[config.mk]
export PLATFORM = sky130hd
export DESIGN_NAME = branch_predictor_top
export DESIGN_NICKNAME = d
export VERILOG_FILES = /design/src/source/bp_pkg.sv /design/src/source/pattern_history_table.sv /design/src/source/branch_target_buffer.sv /design/src/source/commit_update_port.sv /design/src/source/branch_predictor.sv /design/src/source/branch_predictor_top.sv
export SDC_FILE = /design/constraint.sdc
export NUM_CORES = 1
export LEC_CHECK = 0
export BUFFER_PORTS_ARGS = -buffer_cell sky130_fd_sc_hd__buf_4
export CAP_MARGIN = 20
export CORE_AREA = 2 2 416 460
export DETAILED_ROUTE_END_ITERATION = 10
export DIE_AREA = 0 0 418 462
export PLACE_DENSITY = 0.47
export SLEW_MARGIN = 25
export SYNTH_ARGS = -nofsm -noshare
export SYNTH_HDL_FRONTEND = slang
export SYNTH_SLANG_ARGS = --single-unit
[constraint.sdc]
create_clock -name clk -period 5.1 [get_ports clk]
set_input_delay 0.765 -clock clk [delete_from_list [all_inputs] [get_ports clk]]
set_output_delay 0.765 -clock clk [all_outputs]
set_load 0.005 [all_outputs]
[src/source/bp_pkg.sv]
package bp_pkg;

    // Width of a PC and of a branch target.
    parameter int XLEN = 32;

    // Two-bit saturating direction counter, ordered from strongly not taken
    // up to strongly taken so that a compare against WEAK_T gives the decision.
    typedef enum logic [1:0] {
        STRONG_NT = 2'b00,
        WEAK_NT   = 2'b01,
        WEAK_T    = 2'b10,
        STRONG_T  = 2'b11
    } counter_t;

    // States of the four-phase commit receiver.
    typedef enum logic {
        PORT_IDLE = 1'b0,
        PORT_ACK  = 1'b1
    } port_state_t;

    // A resolved branch as reported by the reorder buffer.
    typedef struct packed {
        logic [XLEN-1:0] pc;
        logic            taken;
        logic [XLEN-1:0] target;
    } commit_info_t;

    // Result handed back to fetch in the same cycle as the lookup.
    typedef struct packed {
        logic            taken;
        logic            hit;
        logic [XLEN-1:0] next_pc;
    } prediction_t;

    // Counter value held by every table entry after reset.
    parameter counter_t COUNTER_RESET = WEAK_NT;

    // Saturating step of a direction counter toward the resolved outcome.
    function automatic counter_t counter_step(counter_t state, logic taken);
        counter_t next_state;
        next_state = state;
        if (taken) begin
            case (state)
                STRONG_NT: next_state = WEAK_NT;
                WEAK_NT:   next_state = WEAK_T;
                WEAK_T:    next_state = STRONG_T;
                default:   next_state = STRONG_T;
            endcase
        end else begin
            case (state)
                STRONG_T:  next_state = WEAK_T;
                WEAK_T:    next_state = WEAK_NT;
                WEAK_NT:   next_state = STRONG_NT;
                default:   next_state = STRONG_NT;
            endcase
        end
        return next_state;
    endfunction

endpackage

[src/source/pattern_history_table.sv]
module pattern_history_table
    import bp_pkg::*;
#(
    parameter int PHT_INDEX_BITS = 6
) (
    input  logic                      clk,
    input  logic                      reset,

    input  logic [PHT_INDEX_BITS-1:0] read_index,
    output counter_t                  read_state,

    input  logic                      train_valid,
    input  logic [PHT_INDEX_BITS-1:0] train_index,
    input  logic                      train_taken
);

    localparam int PHT_SIZE = 1 << PHT_INDEX_BITS;

    counter_t counters [PHT_SIZE];
    counter_t train_state;
    counter_t train_next;

    // Lookup is purely combinational so fetch gets its answer this cycle.
    assign read_state = counters[read_index];

    // Current and stepped value of the entry being trained.
    assign train_state = counters[train_index];
    assign train_next  = counter_step(train_state, train_taken);

    always_ff @(posedge clk) begin
        if (reset) begin
            for (int i = 0; i < PHT_SIZE; i++) begin
                counters[i] <= COUNTER_RESET;
            end
        end else if (train_valid) begin
            counters[train_index] <= train_next;
        end
    end

endmodule

[src/source/branch_target_buffer.sv]
module branch_target_buffer
    import bp_pkg::*;
#(
    parameter int BTB_INDEX_BITS = 4
) (
    input  logic            clk,
    input  logic            reset,

    input  logic [XLEN-1:0] lookup_pc,
    output logic            hit,
    output logic [XLEN-1:0] target,

    input  logic            write_en,
    input  logic [XLEN-1:0] write_pc,
    input  logic [XLEN-1:0] write_target
);

    localparam int BTB_SIZE = 1 << BTB_INDEX_BITS;

    // The two low PC bits are always zero and the index sits right above them,
    // so the tag is whatever is left at the top.
    localparam int TAG_BITS = XLEN - BTB_INDEX_BITS - 2;

    typedef struct packed {
        logic                valid;
        logic [TAG_BITS-1:0] tag;
        logic [XLEN-1:0]     target;
    } btb_entry_t;

    btb_entry_t entries [BTB_SIZE];

    logic [BTB_INDEX_BITS-1:0] lookup_index;
    logic [TAG_BITS-1:0]       lookup_tag;
    logic [BTB_INDEX_BITS-1:0] write_index;
    logic [TAG_BITS-1:0]       write_tag;
    btb_entry_t                lookup_entry;

    assign lookup_index = lookup_pc[BTB_INDEX_BITS+1:2];
    assign lookup_tag   = lookup_pc[XLEN-1:BTB_INDEX_BITS+2];
    assign write_index  = write_pc[BTB_INDEX_BITS+1:2];
    assign write_tag    = write_pc[XLEN-1:BTB_INDEX_BITS+2];

    assign lookup_entry = entries[lookup_index];
    assign hit          = lookup_entry.valid && (lookup_entry.tag == lookup_tag);
    assign target       = lookup_entry.target;

    // Only the valid bits are cleared; tag and target are don't-care until
    // the first write of an entry.
    always_ff @(posedge clk) begin
        if (reset) begin
            for (int i = 0; i < BTB_SIZE; i++) begin
                entries[i].valid <= 1'b0;
            end
        end else if (write_en) begin
            // Direct mapped, so a write always evicts whatever was there.
            entries[write_index] <= '{valid: 1'b1, tag: write_tag, target: write_target};
        end
    end

endmodule

[src/source/commit_update_port.sv]
module commit_update_port
    import bp_pkg::*;
(
    input  logic         clk,
    input  logic         reset,

    // Four-phase handshake with the reorder buffer.
    input  logic         commit_req,
    input  commit_info_t commit_info,
    output logic         commit_ack,

    // One-cycle training request toward the predictor tables.
    output logic         train_valid,
    output commit_info_t train_info
);

    port_state_t  state;
    port_state_t  state_next;
    logic         capture;
    commit_info_t info_q;
    logic         train_valid_q;

    // A record is taken only when a new request shows up while idle, which
    // gives exactly one training pulse per transfer no matter how long the
    // request is held.
    assign capture = (state == PORT_IDLE) && commit_req;

    always_comb begin
        state_next = state;
        case (state)
            PORT_IDLE: begin
                if (commit_req) begin
                    state_next = PORT_ACK;
                end
            end
            PORT_ACK: begin
                // Wait for the sender to withdraw before closing the transfer.
                if (!commit_req) begin
                    state_next = PORT_IDLE;
                end
            end
            default: begin
                state_next = PORT_IDLE;
            end
        endcase
    end

    always_ff @(posedge clk) begin
        if (reset) begin
            state         <= PORT_IDLE;
            train_valid_q <= 1'b0;
        end else begin
            state         <= state_next;
            train_valid_q <= capture;
        end
    end

    // Payload register.
    always_ff @(posedge clk) begin
        if (capture) begin
            info_q <= commit_info;
        end
    end

    assign commit_ack  = (state == PORT_ACK);
    assign train_valid = train_valid_q;
    assign train_info  = info_q;

endmodule

[src/source/branch_predictor.sv]
module branch_predictor
    import bp_pkg::*;
#(
    parameter int PHT_INDEX_BITS = 6,
    parameter int BTB_INDEX_BITS = 4
) (
    input  logic            clk,
    input  logic            reset,

    input  logic [XLEN-1:0] fetch_pc,
    output prediction_t     prediction,

    input  logic            train_valid,
    input  commit_info_t    train_info
);

    logic [PHT_INDEX_BITS-1:0] pht_read_index;
    logic [PHT_INDEX_BITS-1:0] pht_train_index;
    counter_t                  pht_state;

    logic                      btb_hit;
    logic [XLEN-1:0]           btb_target;
    logic                      btb_write_en;

    logic                      predict_taken;

    // Counters are indexed by word address, ignoring the byte offset.
    assign pht_read_index  = fetch_pc[PHT_INDEX_BITS+1:2];
    assign pht_train_index = train_info.pc[PHT_INDEX_BITS+1:2];

    // Only taken branches carry a target worth remembering.
    assign btb_write_en = train_valid && train_info.taken;

    pattern_history_table #(
        .PHT_INDEX_BITS(PHT_INDEX_BITS)
    ) pattern_history_table_inst (
        .clk         (clk),
        .reset       (reset),
        .read_index  (pht_read_index),
        .read_state  (pht_state),
        .train_valid (train_valid),
        .train_index (pht_train_index),
        .train_taken (train_info.taken)
    );

    branch_target_buffer #(
        .BTB_INDEX_BITS(BTB_INDEX_BITS)
    ) branch_target_buffer_inst (
        .clk          (clk),
        .reset        (reset),
        .lookup_pc    (fetch_pc),
        .hit          (btb_hit),
        .target       (btb_target),
        .write_en     (btb_write_en),
        .write_pc     (train_info.pc),
        .write_target (train_info.target)
    );

    assign predict_taken = (pht_state >= WEAK_T);

    // Redirect only when the direction says taken and we actually know where to.
    always_comb begin
        prediction.taken = predict_taken;
        prediction.hit   = btb_hit;
        if (predict_taken && btb_hit) begin
            prediction.next_pc = btb_target;
        end else begin
            prediction.next_pc = fetch_pc + XLEN'(4);
        end
    end

endmodule

[src/source/branch_predictor_top.sv]
module branch_predictor_top
    import bp_pkg::*;
#(
    parameter int PHT_INDEX_BITS = 6,
    parameter int BTB_INDEX_BITS = 4
) (
    input  logic            clk,
    input  logic            reset,

    input  logic [XLEN-1:0] fetch_pc,
    output prediction_t     prediction,

    input  logic            commit_req,
    input  commit_info_t    commit_info,
    output logic            commit_ack
);

    logic         train_valid;
    commit_info_t train_info;

    commit_update_port commit_update_port_inst (
        .clk         (clk),
        .reset       (reset),
        .commit_req  (commit_req),
        .commit_info (commit_info),
        .commit_ack  (commit_ack),
        .train_valid (train_valid),
        .train_info  (train_info)
    );

    branch_predictor #(
        .PHT_INDEX_BITS(PHT_INDEX_BITS),
        .BTB_INDEX_BITS(BTB_INDEX_BITS)
    ) branch_predictor_inst (
        .clk         (clk),
        .reset       (reset),
        .fetch_pc    (fetch_pc),
        .prediction  (prediction),
        .train_valid (train_valid),
        .train_info  (train_info)
    );

endmodule

# After elaboration in Yosys (flattened, before gate mapping)
# Memories as Yosys holds them, arrays and structs flattened. A register that Yosys moved wholly into a read port is not among the register bits.
# Cells that the tools add are included.
dict set report totals {
  ff_bits 67
  latchBits 0
  mem_bits_rw 1072
  rom_bits 0
  input_bits 100
  output_inout_bits 35
  memories 2
}
dict set report classes {
  add_sub_neg 1
  multipliers 0
  n_div 0
  magnitude_cmp 1
  n_eq_ne 4
  shifts 0
  n_mux 20
  bitwise 1
  n_reduce_logical 7
}
# memory words word_bits read_ports rd_ports_with_merged_regs wr line_no
set memory_table {}
lappend memory_table {branch_predictor_inst.branch_target_buffer_inst.entries 16 59 1 0 16 branch_target_buffer.sv:30} ;# btb_entry_t entries [BTB_SIZE];
lappend memory_table {branch_predictor_inst.pattern_history_table_inst.counters 64 2 2 1 64 pattern_history_table.sv:19} ;# counter_t counters [PHT_SIZE];
# operator count
set ops {}
lappend ops {{$mux W59} 1}
lappend ops {{$reduce_or A59 Y1} 1}
lappend ops {{$add A32 B3 Y32 const B} 1}
lappend ops {{$mux W32} 1}
lappend ops {{$eq A26 B26 Y1} 1}
lappend ops {{$mux W6} 2}
lappend ops {{$mux W1} 10}
lappend ops {{$pmux W2 S2} 2}
lappend ops {{$mux W2} 3}
lappend ops {{$eq A2 B2 Y1 const B} 2}
lappend ops {{$logic_and A1 B1 Y1} 4}
lappend ops {{$mux W4} 1}
lappend ops {{$eq A2 B1 Y1 const B} 1}
lappend ops {{$ge A2 B2 Y1 const B} 1}
lappend ops {{$logic_not A2 Y1} 1}
lappend ops {{$reduce_or A2 Y1} 1}
lappend ops {{$not A1 Y1} 1}

# Depth between registers and ports, before layout
dict set report depth {
  ltp_word 6
  ltp_mapped 14
  ltp_nobuf 8
}

# By module
# Synthesis repeated with hierarchy kept, for this count alone.
dict set report hier_totals {
  cells_unflattened 2399
  hier_area_um2 46853.7
}
# module instances cells_each area_each_um2
set by_module_without_submodules {}
lappend by_module_without_submodules {branch_target_buffer 1 1515 36177.2}
lappend by_module_without_submodules {pattern_history_table 1 638 7632.3}
lappend by_module_without_submodules {commit_update_port 1 70 2016.9}
lappend by_module_without_submodules {branch_predictor 1 176 1027.2}

# Worst setup path before layout
# No wires, ideal clock.
dict set report synth_path {
  path_type {in2reg}
  from {input port reset}
  to {memory branch_predictor_inst.branch_target_buffer_inst.entries[0][0] (netlist bit), enable pin}
  setup_ps 474
  arrival_time_ps 4119
  required_ps 4626
  setup_slack_ps 507
  cell_stages 5
  cell_sequence {clkbuf_1 -> nor2b_1 -> clkbuf_1 -> nand3_1 -> nor2_1}
}
# element line_no
set synth_rtl {}
lappend synth_rtl {{from (decl)} branch_predictor_top.sv:8} ;# input logic reset,
lappend synth_rtl {{to (decl)} branch_target_buffer.sv:30}

==> flow_summary.json <==
{
  "worst_r2r_path_depth": 8,
  "design_power_total_mw": 20.5,
  "critPathLaunchType": "primary input",
  "switchingPower_mw": 4.56,
  "num_vias": 23986,
  "fp.dieArea_sq_mm": 0.193,
  "dr.pass1.iters": 5,
  "critPathCaptureType": "primary output",
  "synthesis.area_sq_mm": 0.0469,
  "drive_above_1_share_pct": 31.0,
  "drv_cap": 0,
  "ys_seq_area_share_pct": 72.7,
  "seq_power_share_pct": 51.2,
  "ys_types": 69,
  "wl_per_cell_um": 25.8,
  "synth-seq-cells": 1143,
  "hold_class": "in -> reg",
  "num-fill-cells": 18449,
  "setup_viol": 0,
  "cts_buffer_depth": 3,
  "power_leakage_nw": 17.5,
  "portBuffers": 132,
  "hpwl_um": 82300,
  "grt_max_degree": 84,
  "synth-compound-area-share_pct": 2.13,
  "ys.flop_type": "edfxtp_1",
  "critPathMaxFanout": 31,
  "combPwrFrac_pct": 5.9,
  "final_cells": 5238,
  "path_clk_slew_ns": 0.07,
  "path_class": "in -> out",
  "intPower_mw": 16.0,
  "cts_buffers": 117,
  "cts_tree": "yes",
  "worstMarginPinSlew_ns": 0.985,
  "dr_wl_met2_um": 67400,
  "synth_top_family_by_area": "multiplexers",
  "h-tree-depth": 3,
  "grt_pass1_vias": 24955,
  "drc": 0,
  "clock.fmax_ghz": 0.202,
  "yosysTopAreaCellShare_pct": 71.7,
  "detail_route.iter0.violations": 2040,
  "cellPowerDensity_mw_per_mm2": 369,
  "met1Wirelength_um": 56800,
  "synth.area.top_cells": "edfxtp_1 72%, mux4_2 14%, mux2i_1 1.4%, mux2_2 1.2%, dfxtp_1 1.0%",
  "cp_data_arrival_time_ns": 4.19,
  "wirelength_um": 135000,
  "p_clk_share_pct": 42.9,
  "ys_async_sr_fraction_pct": 0,
  "synth_xor_area_share_pct": 0.878,
  "cts-root-buf": "clkbuf_16",
  "ys_warn_count": 0,
  "die_h_um": 462,
  "viasPerCell": 4.58,
  "die_w_um": 418,
  "r2r_setup_slack_ns": 1.26,
  "synth_nets": 2543,
  "place_inst": 5015,
  "yosys-mux-area-fraction_pct": 17.0,
  "num_rows": 168,
  "hold_viol": 0,
  "min_period_ns": 4.96,
  "fin_crit_sh_pct": 97.2,
  "sw_frac_of_total_pct": 22.2,
  "min_path_cells": 1,
  "gp_congestion": 0.816,
  "finClkSkew_ns": 0.0596,
  "met3WireLength_um": 6080,
  "nNetsFinal": 2770,
  "synth.avg_cell_area_sq_um": 19.2,
  "core_sq_mm": 0.189,
  "ant_nets": 0,
  "synth_area_leader_cell": "edfxtp_1",
  "required_ns": 4.34,
  "synth_edf_count": 1119,
  "area_growth_pct": 18.8,
  "grt_pass1_wl_um": 191000,
  "synth_adder_area_share_pct": 0.0694,
  "vdd_drop_max_uv": 291,
  "outcome": "completed",
  "synthCells": 2442,
  "numClockSinks": 1143,
  "dr.max_layer_used": "met5",
  "clk_latency_ns": 0.75,
  "postCtsHoldBufs": 0,
  "start_util_pct": 24.8,
  "rsz0062_at_grt": "no",
  "antenna_found_initial": 11,
  "yosys.area_share.simple_pct": 5.25,
  "ios": 135,
  "final_max_slew_viol_count": 0,
  "grt_use_total_pct": 13.9,
  "slew_headroom_pct": 34.2,
  "overflow": 0
}
==> cell usage in the layout (no fill, tap or decap), types with 18 or more instances in the layout <==
master	count
xnor2_1	36
clkbuf_16	118
buf_4	234
clkinv_2	22
a22oi_1	19
o22ai_1	39
buf_12	31
or2_2	31
nand3_1	55
nand2_1	116
clkinv_1	27
mux2_4	29
edfxtp_1	1119
inv_1	32
mux2_2	52
mux2i_1	64
nor2_1	88
mux4_2	281
nand2b_1	44
nor2b_1	18
nor3_1	47
dfxtp_1	23
clkbuf_1	24
==> synthesized netlist by cell type, types with 16 or more instances <==
library cell,count
nand2b_1,44
nand2_1,116
nor2b_1,19
clkbuf_1,78
edfxtp_1,1119
nor2_1,104
buf_2,48
mux4_2,281
buf_4,16
o22ai_1,39
mux2_2,52
inv_1,32
mux2_4,29
xnor2_1,36
mux2i_1,64
dfxtp_1,24
a22oi_1,19
nand3_1,55
nor3_1,48
or2_2,31
==> stage by stage <==
step / setup WS, ns / utilization (%) / hold WS [ns] / instance area [sq um] / TNS (ns)
6_report: 0.143 / 29.5 / 0.189 / 55700 / 0
5_1_grt: 0.00291 / 29.5 / 0.155 / 55700 / 0
4_1_cts: 0.177 / 29.5 / 0.127 / 55700 / 0
3_5_place_dp: -0.0823 / 27.4 / 0.449 / 51700 / -0.0823
3_3_place_gp: -0.115 / 27.4 / 0.446 / 51700 / -0.115
2_1_floorplan: 0.507 / - / 0.436 / 46900 / 0
==> flip-flops by register name, indices dropped and copies added, names as in the netlist, named ones only <==
name / flops
commit_update_port_inst.train_valid: 1
commit_update_port_inst.commit_ack: 1
branch_predictor_inst.pattern_history_table_inst.counters: 128
branch_predictor_inst.branch_target_buffer_inst.entries: 944
commit_update_port_inst.train_info: 63
==> what timing repair did <==
action,CTS,global route
setup buffers,0,0
gates resized for setup,1,0
endpoints found under the setup margin,1,0
==> power groups by stage <==
| stage | Sequential (mW) | Clock, mW | Combinational [mW] |
|---|---|---|---|
| finish | 10.5 | 8.80 | 1.22 |
| global route | 10.5 | 9.37 | 1.29 |
| CTS | 10.5 | 9.01 | 1.24 |
| detailed placement | 10.7 | 0 | 1.24 |
| global placement | 10.7 | 0 | 1.24 |
| floorplan | 10.6 | 0 | 0.724 |
==> path summary, 6_finish.rpt <==
path,to,from
setup / recovery,prediction[32],fetch_pc[3]
hold / removal,commit_update_port_inst.train_info[55],commit_info[55]
setup reg to reg,register,register
hold reg to reg,register,register
==> layer usage <==
| layer | vias to the layer above | GRT usage, % |
|---|---|---|
| li1 | 10360 | - |
| met2 | 609 | 23.6 |
| met1 | 12817 | 17.8 |
| met4 | 8 | 5.30 |
| met5 | - | 0 |
| met3 | 192 | 2.21 |
==> critical path, cell delays in order <==
cell and delay (ns):
buf_8 0.26, buf_12 0.27, buf_4 0.26, mux2_2 0.18, a2bb2oi_1 0.17, a31oi_1 0.24
or4_1 0.58, a2111oi_0 0.48, nand3b_1 0.15, nor3_2 0.44, buf_4 0.21, buf_4 0.10
==> cells by family (layout without fill, tap and decap cells) <==
logic type,count (synthesis),in the layout
adder cells (fa/ha/maj),3,3
multiplexers,426,426
flip-flops,1143,1143
AO/OA/AOI/OAI,138,138
XOR/XNOR,47,47
other,0,1
AND/OR/NAND/NOR,493,493
buffers and inverters,192,522
==> layout make-up <==
cell class	instances	area [sq um]	share of cell area [%]
Sequential cell	1143	34100	61.2
Antenna cell	1	2.50	0.00449
Clock inverter	80	897	1.61
Inverter	33	126	0.227
Tap cell	2465	3080	5.54
Clock buffer	142	3040	5.47
Timing Repair Buffer	267	2410	4.32
Multi-Input combinational cell	1107	12000	21.6
(Power assumes the default switching activity.)
